<file path="src/hdl/spim_pkg.sv">
////////////////////////////////////////////////////////////////////////////
// SPI flash master shared definitions
// Word and length widths, sequencer phases, the host request and the
// outputs that go to the flash
////////////////////////////////////////////////////////////////////////////

package spim_pkg;

  localparam int SPIM_WORD_W  = 32;
  localparam int SPIM_LEN_W   = 6;
  localparam int SPIM_DUMMY_W = 8;
  localparam int SPIM_CS_N    = 4;

  typedef logic [SPIM_WORD_W-1:0] spim_word_t;
  // Bit count of one phase, 0 to 32
  typedef logic [SPIM_LEN_W-1:0]  spim_len_t;
  typedef logic [7:0]             spim_div_t;
  typedef logic [3:0]             spim_lane_t;
  typedef logic [1:0]             spim_cs_t;

  typedef enum logic [2:0] {
    IDLE,
    CMD,
    ADDR,
    DUMMY,
    DATA_TX,
    DATA_RX,
    WAIT_EDGE
  } spim_phase_t;

  // One transaction, held stable by the host until ack
  typedef struct packed {
    logic [7:0]              cmd;
    spim_len_t               cmd_len;
    spim_word_t              addr;
    spim_len_t               addr_len;
    logic [SPIM_DUMMY_W-1:0] dummy_len;   // serial clock cycles
    spim_len_t               data_len;
    logic                    rd;
    logic                    quad;
    spim_word_t              wdata;
    spim_cs_t                cs;
  } spim_req_t;

  typedef struct packed {
    logic                 sck;
    logic [SPIM_CS_N-1:0] csn;
    spim_lane_t           sdo;
    logic                 oe;
  } spim_pad_t;

endpackage

</file>
<file path="src/hdl/spim_clkgen.sv">
////////////////////////////////////////////////////////////////////////////
// SPI serial clock generator
// Divides clk by 2*(clk_div+1) while enabled and flags the clock cycle
// on which sck is about to rise or fall
////////////////////////////////////////////////////////////////////////////

`timescale 1ns/1ps

module spim_clkgen
  import spim_pkg::*;
(
  input  logic      clk,
  input  logic      rstn,
  input  logic      en,
  input  spim_div_t clk_div,
  output logic      sck,
  output logic      rise,
  output logic      fall
);

  spim_div_t cnt;
  logic      toggle;

  // Compare with >= so a smaller divider written mid-count still wraps
  assign toggle = en && (cnt >= clk_div);

  // Strobes lead the sck edge by one clk, shifters act on the same edge
  assign rise = toggle && !sck;
  assign fall = toggle && sck;

  always_ff @(posedge clk or negedge rstn)
  begin
    if (!rstn)
    begin
      cnt <= '0;
      sck <= 1'b0;
    end
    else if (!en)
    begin
      // Park low so the next phase begins with a full low half period
      cnt <= '0;
      sck <= 1'b0;
    end
    else if (toggle)
    begin
      cnt <= '0;
      sck <= ~sck;
    end
    else
    begin
      cnt <= cnt + 1'b1;
    end
  end

endmodule

</file>
<file path="src/hdl/spim_rx.sv">
////////////////////////////////////////////////////////////////////////////
// SPI receive shifter
// Samples MISO, or all four lines in quad mode, on each sck rising edge
// and shifts them in from the LSB end until the bit count is consumed
////////////////////////////////////////////////////////////////////////////

`timescale 1ns/1ps

module spim_rx
  import spim_pkg::*;
(
  input  logic       clk,
  input  logic       rstn,
  input  logic       start,
  input  spim_len_t  bits,
  input  logic       quad,
  input  logic       rise,
  input  spim_lane_t sdi,
  output spim_word_t data,
  output logic       done
);

  spim_len_t remain;
  spim_len_t step;
  logic      quad_q;
  logic      sample;

  assign step   = quad_q ? spim_len_t'(4) : spim_len_t'(1);
  assign sample = rise && (remain != '0);

  // Single line reads come in on DQ1, sdi[3] is the nibble MSB in quad
  always_ff @(posedge clk)
  begin
    if (start)
      data <= '0;
    else if (sample)
      data <= quad_q ? {data[SPIM_WORD_W-5:0], sdi} : {data[SPIM_WORD_W-2:0], sdi[1]};
  end

  always_ff @(posedge clk or negedge rstn)
  begin
    if (!rstn)
    begin
      remain <= '0;
      quad_q <= 1'b0;
      done   <= 1'b0;
    end
    else
    begin
      done <= 1'b0;
      if (start)
      begin
        remain <= bits;
        quad_q <= quad;
      end
      else if (sample)
      begin
        if (remain <= step)
        begin
          remain <= '0;
          done   <= 1'b1;
        end
        else
          remain <= remain - step;
      end
    end
  end

endmodule

</file>
<file path="src/hdl/spim_seq.sv">
////////////////////////////////////////////////////////////////////////////
// SPI flash phase sequencer
// Walks a request through command, address, dummy and data phases,
// skipping empty ones, loads the shifters, drives chip select, output
// enable and the serial clock enable, and acknowledges the host
////////////////////////////////////////////////////////////////////////////

`timescale 1ns/1ps

module spim_seq
  import spim_pkg::*;
(
  input  logic                 clk,
  input  logic                 rstn,
  input  spim_req_t            req,
  input  logic                 req_valid,
  input  logic                 tx_done,
  input  logic                 rx_done,
  output logic                 tx_start,
  output spim_word_t           tx_word,
  output spim_len_t            tx_bits,
  output logic                 tx_quad,
  output logic                 rx_start,
  output spim_len_t            rx_bits,
  output logic                 rx_quad,
  output logic                 clk_en,
  output logic [SPIM_CS_N-1:0] csn,
  output logic                 oe,
  output logic                 ack
);

  spim_phase_t state;
  spim_phase_t state_next;
  spim_phase_t nxt_phase;
  spim_len_t   dummy_bits;
  logic        shifting;
  logic        phase_done;
  logic        launch;

  // First non-empty phase after cur, WAIT_EDGE when nothing is left
  function automatic spim_phase_t pick_next(spim_phase_t cur, spim_req_t r);
    spim_phase_t nxt;
    nxt = WAIT_EDGE;
    if (r.data_len != '0 && cur inside {IDLE, CMD, ADDR, DUMMY})
      nxt = r.rd ? DATA_RX : DATA_TX;
    if (r.dummy_len != '0 && cur inside {IDLE, CMD, ADDR})
      nxt = DUMMY;
    if (r.addr_len != '0 && cur inside {IDLE, CMD})
      nxt = ADDR;
    if (r.cmd_len != '0 && cur == IDLE)
      nxt = CMD;
    return nxt;
  endfunction

  assign nxt_phase  = pick_next(state, req);
  assign shifting   = state inside {CMD, ADDR, DUMMY, DATA_TX, DATA_RX};
  assign phase_done = (state inside {CMD, ADDR, DUMMY, DATA_TX} && tx_done) ||
                      (state == DATA_RX && rx_done);
  assign launch     = (state == IDLE && req_valid) || phase_done;

  // Dummy cycles to bits, four per serial cycle in quad
  assign dummy_bits = req.quad ? {req.dummy_len[SPIM_LEN_W-3:0], 2'b00}
                               : req.dummy_len[SPIM_LEN_W-1:0];

  ////////////////////////////////////////////////////////////////////////////
  // Shifter loads
  ////////////////////////////////////////////////////////////////////////////

  assign tx_start = launch && (nxt_phase inside {CMD, ADDR, DUMMY, DATA_TX});
  assign tx_quad  = (nxt_phase == CMD) ? 1'b0 : req.quad;
  assign rx_start = launch && (nxt_phase == DATA_RX);
  assign rx_bits  = req.data_len;
  assign rx_quad  = req.quad;

  always_comb
  begin
    tx_word = '0;
    tx_bits = dummy_bits;
    case (nxt_phase)
      CMD:
      begin
        tx_word = {req.cmd, {(SPIM_WORD_W - $bits(req.cmd)){1'b0}}};
        tx_bits = req.cmd_len;
      end
      ADDR:
      begin
        tx_word = req.addr;
        tx_bits = req.addr_len;
      end
      DATA_TX:
      begin
        tx_word = req.wdata;
        tx_bits = req.data_len;
      end
      default:
      begin
        tx_word = '0;
      end
    endcase
  end

  ////////////////////////////////////////////////////////////////////////////
  // Phase machine
  ////////////////////////////////////////////////////////////////////////////

  always_comb
  begin
    state_next = state;
    case (state)
      IDLE:      if (req_valid) state_next = nxt_phase;
      WAIT_EDGE: state_next = IDLE;
      default:   if (phase_done) state_next = nxt_phase;
    endcase
  end

  always_ff @(posedge clk or negedge rstn)
  begin
    if (!rstn)
      state <= IDLE;
    else
      state <= state_next;
  end

  // Clock pauses for the hand-over cycle so each phase starts from sck low
  assign clk_en = shifting && !phase_done;
  assign oe     = state inside {CMD, ADDR, DUMMY, DATA_TX};
  assign ack    = (state == WAIT_EDGE);

  always_comb
  begin
    csn = '1;
    if (state != IDLE)
      csn[req.cs] = 1'b0;
  end

endmodule

</file>
<file path="src/hdl/spim_top.sv">
////////////////////////////////////////////////////////////////////////////
// SPI / quad SPI flash master
// Sequencer, serial clock generator and the two shifters, with the
// flash-side outputs gathered into one pad struct
////////////////////////////////////////////////////////////////////////////

`timescale 1ns/1ps

module spim_top
  import spim_pkg::*;
(
  input  logic       clk,
  input  logic       rstn,
  input  spim_div_t  clk_div,
  input  spim_req_t  req,
  input  logic       req_valid,
  output logic       ack,
  output spim_word_t rdata,
  output spim_pad_t  pad,
  input  spim_lane_t sdi
);

  logic                 tx_start;
  spim_word_t           tx_word;
  spim_len_t            tx_bits;
  logic                 tx_quad;
  logic                 tx_done;
  logic                 rx_start;
  spim_len_t            rx_bits;
  logic                 rx_quad;
  logic                 rx_done;
  logic                 clk_en;
  logic                 sck;
  logic                 rise;
  logic                 fall;
  logic [SPIM_CS_N-1:0] csn;
  logic                 oe;
  spim_lane_t           sdo;

  spim_seq u_seq (
    .clk       (clk),
    .rstn      (rstn),
    .req       (req),
    .req_valid (req_valid),
    .tx_done   (tx_done),
    .rx_done   (rx_done),
    .tx_start  (tx_start),
    .tx_word   (tx_word),
    .tx_bits   (tx_bits),
    .tx_quad   (tx_quad),
    .rx_start  (rx_start),
    .rx_bits   (rx_bits),
    .rx_quad   (rx_quad),
    .clk_en    (clk_en),
    .csn       (csn),
    .oe        (oe),
    .ack       (ack)
  );

  spim_clkgen u_clkgen (
    .clk     (clk),
    .rstn    (rstn),
    .en      (clk_en),
    .clk_div (clk_div),
    .sck     (sck),
    .rise    (rise),
    .fall    (fall)
  );

  spim_tx u_tx (
    .clk   (clk),
    .rstn  (rstn),
    .start (tx_start),
    .word  (tx_word),
    .bits  (tx_bits),
    .quad  (tx_quad),
    .fall  (fall),
    .sdo   (sdo),
    .done  (tx_done)
  );

  spim_rx u_rx (
    .clk   (clk),
    .rstn  (rstn),
    .start (rx_start),
    .bits  (rx_bits),
    .quad  (rx_quad),
    .rise  (rise),
    .sdi   (sdi),
    .data  (rdata),
    .done  (rx_done)
  );

  assign pad = '{sck: sck, csn: csn, sdo: sdo, oe: oe};

endmodule

</file>
<file path="src/hdl/spim_tx.sv">
////////////////////////////////////////////////////////////////////////////
// SPI transmit shifter
// Sends a left-aligned word MSB first on one line or as nibbles on four
// lines, advancing on each sck falling edge, and pulses done when the
// programmed number of bits has gone out
////////////////////////////////////////////////////////////////////////////

`timescale 1ns/1ps

module spim_tx
  import spim_pkg::*;
(
  input  logic       clk,
  input  logic       rstn,
  input  logic       start,
  input  spim_word_t word,
  input  spim_len_t  bits,
  input  logic       quad,
  input  logic       fall,
  output spim_lane_t sdo,
  output logic       done
);

  spim_word_t shreg;
  spim_len_t  remain;
  spim_len_t  step;
  logic       quad_q;
  logic       shift;

  assign step  = quad_q ? spim_len_t'(4) : spim_len_t'(1);
  assign shift = fall && (remain != '0);

  // First bit is on the lines as soon as the word is loaded
  assign sdo = quad_q ? shreg[SPIM_WORD_W-1 -: 4] : {3'b000, shreg[SPIM_WORD_W-1]};

  ////////////////////////////////////////////////////////////////////////////
  // Data path
  ////////////////////////////////////////////////////////////////////////////

  always_ff @(posedge clk)
  begin
    if (start)
      shreg <= word;
    else if (shift)
      shreg <= quad_q ? (shreg << 4) : (shreg << 1);
  end

  ////////////////////////////////////////////////////////////////////////////
  // Bit counter
  ////////////////////////////////////////////////////////////////////////////

  always_ff @(posedge clk or negedge rstn)
  begin
    if (!rstn)
    begin
      remain <= '0;
      quad_q <= 1'b0;
      done   <= 1'b0;
    end
    else
    begin
      done <= 1'b0;
      if (start)
      begin
        remain <= bits;
        quad_q <= quad;
      end
      else if (shift)
      begin
        // Last fall, the final bit has been sampled by the flash
        if (remain <= step)
        begin
          remain <= '0;
          done   <= 1'b1;
        end
        else
          remain <= remain - step;
      end
    end
  end

endmodule

</file>
<file path="config.mk">
export PLATFORM = sky130hd
export DESIGN_NAME = spim_top
export DESIGN_NICKNAME = d
export VERILOG_FILES = /design/src/hdl/spim_pkg.sv /design/src/hdl/spim_clkgen.sv /design/src/hdl/spim_rx.sv /design/src/hdl/spim_seq.sv /design/src/hdl/spim_top.sv /design/src/hdl/spim_tx.sv
export SDC_FILE = /design/constraint.sdc
export NUM_CORES = 1
export LEC_CHECK = 0
export BUFFER_PORTS_ARGS = -buffer_cell sky130_fd_sc_hd__buf_2
export CORE_ASPECT_RATIO = 1.1
export CORE_UTILIZATION = 50
export CTS_BUF_LIST = sky130_fd_sc_hd__clkbuf_4 sky130_fd_sc_hd__clkbuf_8
export CTS_CLUSTER_SIZE = 14
export DETAILED_ROUTE_END_ITERATION = 8
export PLACE_DENSITY = 0.84
export SLEW_MARGIN = 20
export SYNTH_ARGS = -nofsm -noshare
export SYNTH_HDL_FRONTEND = slang
export SYNTH_HIERARCHICAL = 1
export SYNTH_SLANG_ARGS = --single-unit
</file>
<file path="constraint.sdc">
create_clock -name clk -period 3.3 [get_ports clk]
set_clock_uncertainty 0.2 [all_clocks]
set_input_delay 0.33 -clock clk [delete_from_list [all_inputs] [get_ports clk]]
set_output_delay 0.33 -clock clk [all_outputs]
set_load 0.01 [all_outputs]
</file>
==> results of run 1 <==
## report_power, final
part | total, µW | internal (µW) | switching (µW)
clock network | 771 | 304 | 467
registers | 1700 | 1470 | 231
logic | 2560 | 1140 | 1420
total | 5030 | 2920 | 2120
## stage by stage
step / hold WS [ns] / area (µm²) / util, % / instances
detailed placement: 0.199 / 6690 / 58.4 / 866
floorplan: -0.166 / 5880 / - / 595
global placement: 0.186 / 6690 / 58.4 / 866
CTS: 0.0133 / 6900 / 60.3 / 883
finish: 0.0372 / 6900 / 60.3 / 883
global route: 0.0399 / 6900 / 60.3 / 883
## per-layer routing
metal  share of wire (%)  GRT usage [%]  vias up  wire, µm
met5                   0              0        -         0
met4                 1.8           9.11        0       265
met3                 6.2           3.37       24       902
met2                  50           41.1      207      7270
met1                  42           29.3     2436      6050
li1                    -              -     2484         -
## what timing repair did
action | CTS | global route
resized for setup | 0 | 0
buffers inserted | 0 | 0
endpoints found under the setup margin | 0 | 0
hold buffers | 1 | 0
hold endpoints to repair | 28 | 0
## layout make-up
type	instances	share of cell area, %
Clock buffer	9	1.80
Clock inverter	7	1.09
Inverter	19	1.03
Multi-Input combinational cell	436	46.8
Sequential cell	92	33.4
Tap cell	150	2.72
Timing Repair Buffer	170	13.1
## registers in the layout (all words and copies together) (netlist names)
name,cells
u_rx/data,32
u_seq/state,3
u_tx/quad_q,1
u_tx/shreg,32
u_clkgen/cnt,8
u_tx/remain,6
u_rx/done,1
u_clkgen/sck,1
u_tx/done,1
u_rx/quad_q,1
u_rx/remain,6
## cells in the final DEF (no fill, tap or decap), types with 8 or more instances in the layout
cell / netlist / routed
edfxtp_1: 32 / 32
o2bb2ai_1: 33 / 33
a22o_1: 27 / 27
nor2_1: 22 / 22
ha_1: 15 / 15
buf_4: 15 / 8
a21oi_1: 15 / 14
nand2_1: 56 / 56
clkbuf_8: 0 / 9
nand3_1: 13 / 13
dfrtp_1: 28 / 27
o2bb2a_1: 8 / 8
inv_1: 19 / 19
o21ai_0: 49 / 49
nor3_1: 16 / 16
buf_2: 13 / 159
mux2i_1: 73 / 73
dfxtp_1: 32 / 32
## cell families after synthesis
logic type               synth area share [%]
AO/OA/AOI/OAI                            22.5
AND/OR/NAND/NOR                          13.7
flip-flops                               39.1
multiplexers                             13.4
buffers and inverters                    6.30
adder cells (fa/ha/maj)                  3.19
XOR/XNOR                                 1.79
## worst max-delay path: cells and delay by family, from the launching register on
kind               cells  cell delay (ns)
DFF                    1             0.50
and+or+nand+nor        3             1.40
AOI/OAI and AO/OA      3             0.70
## worst min-delay path by stage
stage               cells past startpoint               to     from  slack [ns]
floorplan                               0  u_clkgen/cnt[0]     rstn       -0.17
global placement                        1  u_clkgen/cnt[4]     rstn        0.19
detailed placement                      1  u_clkgen/cnt[3]     rstn        0.20
CTS                                     3   u_rx/remain[2]  req[38]        0.01
global route                            3     u_rx/data[0]   sdi[0]        0.04
finish                                  3     u_rx/data[0]   sdi[0]        0.04
==> flow_metrics.env, run 1 <==
export IMPL_vias=5151
export IMPL_drc=0
export IMPL_setup_worst_path_start="u_seq/state[2]"
export IMPL_yosys_warnings=6
export IMPL_finalNetCount=860
export IMPL_slowest_delay_ns=0.90
export IMPL_critPathCapture="u_tx/shreg[22]"
export IMPL_maxSlewViolCount=0
export IMPL_setup_ws_ns=0.331
export IMPL_path_max_fanout=24
export IMPL_die_w_um=105
export IMPL_cp_slowest_cell="nor2_2"
export IMPL_reg2reg_depth=6
export IMPL_finalCritPeriodShare_pct=90.0
export IMPL_path_clk_slew_ns=0.11
export IMPL_start_kind="flop"
export IMPL_ant_nets=0
export IMPL_setup_tns_ns=0
export IMPL_irDropWorstVdd_uv=333
export IMPL_hold_class="input pin to flop"
export IMPL_netlist_top_cells_area="edfxtp_1 (16%), mux2i_1 (12%), dfrtp_1 (12%)"
export IMPL_synth_edff_count=32
export IMPL_synth_cells=595
export IMPL_yosys_area_top_type="edfxtp_1"
export IMPL_synth_seq_area_share_pct=39.1
export IMPL_multiInputGateArea_um2=3230
export IMPL_synth_flop_cell="edfxtp_1"
export IMPL_drt_vias_per_instance=5.83
export IMPL_fillers=950
export IMPL_crit_required_ns=3.32
export IMPL_timing_rr_start="u_seq/state[2]"
export IMPL_overflow=0
export IMPL_async_reset_ff_share_pct=30.4
export IMPL_clock_root_buffer="clkbuf_8"
export IMPL_finalHoldViolations=0
export IMPL_maxCapViolCount=0
export IMPL_wl_per_cell_um=16.4
export IMPL_io_buffers=159
export IMPL_seq_area_um2=2300
export IMPL_first_global_vias=4816
export IMPL_synth_top_area_share_pct=16.3
export IMPL_synthDistinctLibCells=67
export IMPL_netlist_area_um2=5880
export IMPL_ys_seq_elements=92
export IMPL_synthToLayoutAreaGrowth_pct=17.3
export IMPL_synth_most_common_cell="mux2i_1"
export IMPL_grt_antenna_before_repair=0
export IMPL_place_hpwl_um=10600
export IMPL_cts_sinks=92
export IMPL_design_die_area_um2=12200
export IMPL_synth_nets=727
export IMPL_synth_common_cells="mux2i_1 (73), nand2_1 (56), o21ai_0 (49)"
export IMPL_timing_reg2reg_setup_slack_ns=0.33
export IMPL_setup_worst_path_class="flop to flop"
export IMPL_p_leak_uw=0.00317
export IMPL_clk_latency_ns=0.37
export IMPL_post_route_min_period_ns=2.97
export IMPL_fmax_ghz=0.337
export IMPL_place_congestion=0.872
export IMPL_tightest_slew_ns=0.955
export IMPL_wirelength_um=14500
export IMPL_h_tree_depth=3
export IMPL_drive_above_1_share_pct=29.6
export IMPL_n_antenna_cell=0
export IMPL_rsz0062_at_grt="false"
export IMPL_grt_pass1_wl_um=23000
export IMPL_core_area_um2=11400
export IMPL_pre_cts_ws_ns=0.297
export IMPL_num_rows=41
export IMPL_io_pins=160
export IMPL_maxSlewHeadroom_pct=36.3
export IMPL_clock_tree_buffer_depth=2
export IMPL_setup_violations=0
export IMPL_grt_util_all_layers_pct=23.4
export IMPL_power_uw=5030
export IMPL_crit_chain="a21oi_1, nand3b_2, nor2_2, a22o_1, nand2_1, o21ai_0"
export IMPL_power_density_nw_per_um2=730
export IMPL_status="finished clean"
export IMPL_grt_max_degree=71
export IMPL_end_kind="flop"
export IMPL_die_h_um=116
export IMPL_start_util_pct=51.4
export IMPL_syn_avg_cell_area_um2=9.88
export IMPL_arrival_ns=2.98
export IMPL_first_pass_iters=4
export IMPL_drt_iter0_markers=266
export IMPL_cts_tree="built"
export IMPL_numCtsBuffers=9
export IMPL_reg2reg_to="u_tx/shreg[22]"
(Power assumes the default switching activity.)
==> run 2, diff against run 1 <==
CTS_BUF_LIST = sky130_fd_sc_hd__clkbuf_8   (was sky130_fd_sc_hd__clkbuf_4 sky130_fd_sc_hd__clkbuf_8)
REMOVE_ABC_BUFFERS = 1   (was default)
==> run 2 against run 1 <==
  * Clock power is 3.5% lower
  * Global-route usage is 0.39 points lower
  * Non-clock buffer count is 1 higher
  * Sequential cell count stayed put
  * Setup slack worse by 0.039 ns
  * Utilization is 0.087 points lower
  * Worst hold slack better by 0.0098 ns
==> flow_metrics.env, run 2 (synthesis results as in run 1) <==
export IMPL_status="finished clean"
export IMPL_final_common_cell="buf_2"
export IMPL_fin_area_um2=6890
export IMPL_maxSlewHeadroom_pct=31.0
export IMPL_hold_end="u_rx/data[3]"
export IMPL_start_util_pct=51.4
export IMPL_cts_resized_gates=0
export IMPL_rsz0062_at_grt="false"
export IMPL_whs_path_depth=3
export IMPL_maxCapViolCount=0
export IMPL_die_h_um=116
export IMPL_synthToLayoutAreaGrowth_pct=17.1
export IMPL_ant_nets=0
export IMPL_fin_util_pct=60.2
export IMPL_end_kind="flop"
export IMPL_maxSlewViolCount=0
export IMPL_min_delay_start="sdi[3]"
export IMPL_place_congestion=0.881
export IMPL_cts_sinks=92
export IMPL_post_route_min_period_ns=3.01
export IMPL_irDropWorstVdd_uv=330
export IMPL_reg2reg_to="u_tx/shreg[13]"
export IMPL_fmax_ghz=0.332
export IMPL_p_leak_uw=0.00318
export IMPL_grt_antenna_before_repair=0
export IMPL_hold_class="input pin to flop"
export IMPL_timing_reg2reg_setup_slack_ns=0.29
export IMPL_grt_pass1_wl_um=22700
export IMPL_power_uw=5000
export IMPL_die_w_um=105
export IMPL_drive_above_1_share_pct=29.7
export IMPL_final_cell_mix="buf_2 (159), mux2i_1 (73), nand2_1 (56)"
export IMPL_h_tree_depth=3
export IMPL_first_global_vias=4861
export IMPL_place_hpwl_um=10200
export IMPL_finalNetCount=861
export IMPL_postPlaceCellArea_um2=6680
export IMPL_io_pins=160
export IMPL_seq_area_um2=2300
export IMPL_tightest_slew_ns=1.03
export IMPL_power_density_nw_per_um2=726
export IMPL_io_buffers=159
export IMPL_finalHoldViolations=0
export IMPL_grt_max_degree=64
export IMPL_n_antenna_cell=0
export IMPL_setup_violations=0
export IMPL_crit_required_ns=3.12
export IMPL_finalCritPeriodShare_pct=91.2
export IMPL_design_die_area_um2=12200
export IMPL_core_area_um2=11400
export IMPL_first_pass_iters=5
export IMPL_drc=0
export IMPL_multiInputGateArea_um2=3230
export IMPL_vias=5127
export IMPL_arrival_ns=2.83
export IMPL_clock_tree_buffer_depth=2
export IMPL_drt_iter0_markers=290
export IMPL_setup_worst_path_class="flop to flop"
export IMPL_cts_tree="built"
export IMPL_fillers=964
export IMPL_path_clk_slew_ns=0.09
export IMPL_numCtsBuffers=9
export IMPL_timing_rr_start="u_clkgen/cnt[0]"
export IMPL_wirelength_um=13900
export IMPL_clock_root_buffer="clkbuf_8"
export IMPL_clk_latency_ns=0.36
export IMPL_reg2reg_depth=8
export IMPL_wl_per_cell_um=15.8
export IMPL_drt_vias_per_instance=5.80
export IMPL_reg_top3="u_rx/data x32, u_tx/shreg x32, u_clkgen/cnt x8"
export IMPL_start_kind="flop"
export IMPL_whs_ns=0.0471
export IMPL_num_rows=41
export IMPL_path_max_fanout=32
export IMPL_overflow=0
export IMPL_grt_util_all_layers_pct=23.0
run 2: how the worst max path moves through the flow:
stage / from / endpoint / slack [ns] / depth (start not counted)
after floorplan: u_seq/state[0] / u_tx/shreg[0] / -1.61 / 5
after global routing: u_clkgen/cnt[0] / u_tx/shreg[29] / 0.18 / 8
after detailed placement: u_clkgen/cnt[0] / u_tx/shreg[8] / 0.37 / 8
final: u_clkgen/cnt[0] / u_tx/shreg[13] / 0.29 / 8
after CTS: u_clkgen/cnt[0] / u_tx/shreg[29] / 0.31 / 8
after global placement: u_clkgen/cnt[0] / u_tx/shreg[2] / 0.49 / 8
run 2: final cells by class:
class	count	share of cell area, %
clock buffer	12	2.40
clock inverter	4	0.418
inverter	19	1.04
multi-input combinational	436	46.9
sequential	92	33.5
tap	150	2.73
timing repair buffer	171	13.1
run 2: timing repair:
item,CTS,global route
buffers inserted,0,0
hold buffers,1,0
hold endpoints to repair,28,0
run 2: per-layer routing:
metal / track usage, % / part of all wire (%) / up-vias
met3: 4.05 / 6.6 / 27
met5: 0 / 0 / -
met2: 39.9 / 48 / 202
li1: - / - / 2485
met1: 28.8 / 44 / 2413
met4: 9.11 / 2.2 / 0
run 2: report_power, final:
group / switching [µW] / leakage, µW / internal (µW)
sequential: 227 / 0.000895 / 1470
clock: 405 / 0.000103 / 340
combinational: 1420 / 0.00218 / 1140
total: 2050 / 0.00318 / 2950
run 2: through the flow:
step / TNS, ns / worst slack (ns) / std cells
floorplan: -116.59 / -1.61 / 547
global placement: 0 / 0.490 / 867
detailed placement: 0 / 0.370 / 867
CTS: 0 / 0.312 / 884
global route: 0 / 0.178 / 884
finish: 0 / 0.291 / 884
run 2: critical path, cell delays in order (launching register included):
cell	delay, ns
dfrtp_1	0.43
inv_1	0.07
ha_1	0.27
nand2b_4	0.12
a2111oi_4	0.08
o311ai_4	0.50
and3_1	0.41
a21o_1	0.19
buf_4	0.38
==> run 3, diff against run 2 <==
PLACE_DENSITY = 0.81   (was 0.84)
==> run 3 against run 2 <==
  * Via count fell by 2.4%
  * Utilization rose by 0.32 points
  * Power rose by 2.9%
  * Combinational power barely moved
  * Die area did not move
  * Global-route usage rose by 0.18 points
  * Sequential power barely moved
  * Setup slack improved by 0.060 ns
  * Clock power rose by 16%
  * Final area rose by 0.53%
  * Worst hold slack improved by 0.0060 ns
  * Sequential share of layout area fell by 0.18 points
  * Critical path type unchanged
  * Largest power group unchanged
  * Highest routed layer unchanged
==> flow_metrics.env, run 3 (synthesis results as in run 1) <==
export IMPL_num_rows=41
export IMPL_gr_usage_met3_pct=3.32
export IMPL_wirelength_um=14200
export IMPL_whs_path_depth=3
export IMPL_start_kind="flop"
export IMPL_reg_top3="u_rx/data x32, u_tx/shreg x32, u_clkgen/cnt x8"
export IMPL_rsz0062_at_grt="false"
export IMPL_grt_pass1_wl_um=23000
export IMPL_finalCritPeriodShare_pct=89.4
export IMPL_first_pass_iters=4
export IMPL_met2_usage_pct=41.5
export IMPL_wl_per_cell_um=16.0
export IMPL_post_cts_buffers=0
export IMPL_reg2reg_depth=8
export IMPL_p_leak_uw=0.00319
export IMPL_start_util_pct=51.4
export IMPL_cts_resized_gates=0
export IMPL_post_route_min_period_ns=2.95
export IMPL_io_pins=160
export IMPL_setup_violations=0
export IMPL_finalHoldViolations=0
export IMPL_drc=0
export IMPL_maxSlewViolCount=0
export IMPL_path_max_fanout=32
export IMPL_min_delay_start="sdi[3]"
export IMPL_finalNetCount=861
export IMPL_place_hpwl_um=10500
export IMPL_power_density_nw_per_um2=743
export IMPL_core_area_um2=11400
export IMPL_end_kind="flop"
export IMPL_hold_class="input pin to flop"
export IMPL_design_die_area_um2=12200
export IMPL_n_antenna_cell=0
export IMPL_grt_max_degree=63
export IMPL_die_w_um=105
export IMPL_numCtsBuffers=9
export IMPL_use_met1_pct=29.2
export IMPL_timing_reg2reg_setup_slack_ns=0.35
export IMPL_clk_latency_ns=0.35
export IMPL_setup_tns_ns=0
export IMPL_top_usage_layer="met2"
export IMPL_final_common_cell="buf_2"
export IMPL_clock_tree_buffer_depth=2
export IMPL_drt_iter0_markers=276
export IMPL_fmax_ghz=0.339
export IMPL_tightest_slew_ns=0.975
export IMPL_synthToLayoutAreaGrowth_pct=17.7
export IMPL_final_cells=884
export IMPL_place_congestion=0.846
export IMPL_path_clk_slew_ns=0.09
export IMPL_irDropWorstVdd_uv=400
export IMPL_maxCapViolCount=0
export IMPL_reg2reg_to="u_tx/shreg[20]"
export IMPL_h_tree_depth=3
export IMPL_overflow=0
export IMPL_clock_root_buffer="clkbuf_8"
export IMPL_die_h_um=116
export IMPL_io_buffers=159
export IMPL_grt_antenna_before_repair=0
export IMPL_holdBufCountCts=1
export IMPL_vias=5005
export IMPL_setup_worst_path_class="flop to flop"
export IMPL_status="finished clean"
export IMPL_cts_tree="built"
export IMPL_arrival_ns=2.76
export IMPL_crit_required_ns=3.12
export IMPL_final_cell_mix="buf_2 (159), mux2i_1 (73), nand2_1 (56)"
export IMPL_ant_nets=0
export IMPL_grt_util_all_layers_pct=23.2
export IMPL_drive_above_1_share_pct=29.7
export IMPL_maxSlewHeadroom_pct=34.9
export IMPL_whs_ns=0.0531
export IMPL_hold_end="u_rx/data[3]"
export IMPL_dpl_cell_count=867
export IMPL_first_global_vias=4861
export IMPL_cts_sinks=92
export IMPL_timing_rr_start="u_clkgen/cnt[0]"
export IMPL_drt_vias_per_instance=5.66
-- run 3: stage by stage --
step | setup WS (ns) | utilization, % | total power, µW | instance area [µm²]
2_1_floorplan | -1.61 | - | 3590 | 5580
3_3_place_gp | 0.478 | 58.4 | 4160 | 6680
3_5_place_dp | 0.394 | 58.4 | 4280 | 6680
4_1_cts | 0.381 | 60.5 | 5150 | 6920
5_1_grt | 0.152 | 60.5 | 5490 | 6920
6_report | 0.351 | 60.5 | 5140 | 6920
-- run 3: final cells by class --
| class | count | area (µm²) |
|---|---|---|
| clock buffers | 10 | 138 |
| clock inverters | 6 | 92.6 |
| fillers | 967 | 4520 |
| inverters | 19 | 71.3 |
| multi-input cells | 436 | 3230 |
| flip-flops and latches | 92 | 2300 |
| well taps | 150 | 188 |
| repair buffers | 171 | 901 |
-- run 3: power by group --
group          leakage (µW)  internal (µW)  total, µW  switching [µW]
logic               0.00218           1140       2580            1440
clock network      0.000118            455        862             407
registers          0.000895           1470       1700             233
-- run 3: per-layer routing --
layer,vias up,part of all wire (%),wire length (µm)
met1,2362,44,6290
met5,-,0,0
li1,2478,-,-
met2,149,49,7000
met4,0,1.2,170
met3,16,5.1,728
-- run 3: how the worst max path moves through the flow --
stage / depth (start not counted) / to / from
after detailed placement: 8 / u_tx/shreg[4] / u_clkgen/cnt[0]
final: 8 / u_tx/shreg[20] / u_clkgen/cnt[0]
after CTS: 8 / u_tx/shreg[23] / u_clkgen/cnt[0]
after floorplan: 5 / u_tx/shreg[0] / u_seq/state[0]
after global placement: 8 / u_tx/shreg[8] / u_clkgen/cnt[0]
after global routing: 10 / u_rx/done / u_clkgen/cnt[0]
-- run 3: worst max-delay path, cell delays in order (launching register included) --
cell,delay [ns]
dfrtp_1,0.45
inv_1,0.07
ha_1,0.27
nand2b_4,0.12
a2111oi_4,0.09
o311ai_4,0.49
and3_1,0.39
a21o_1,0.16
buf_4,0.37
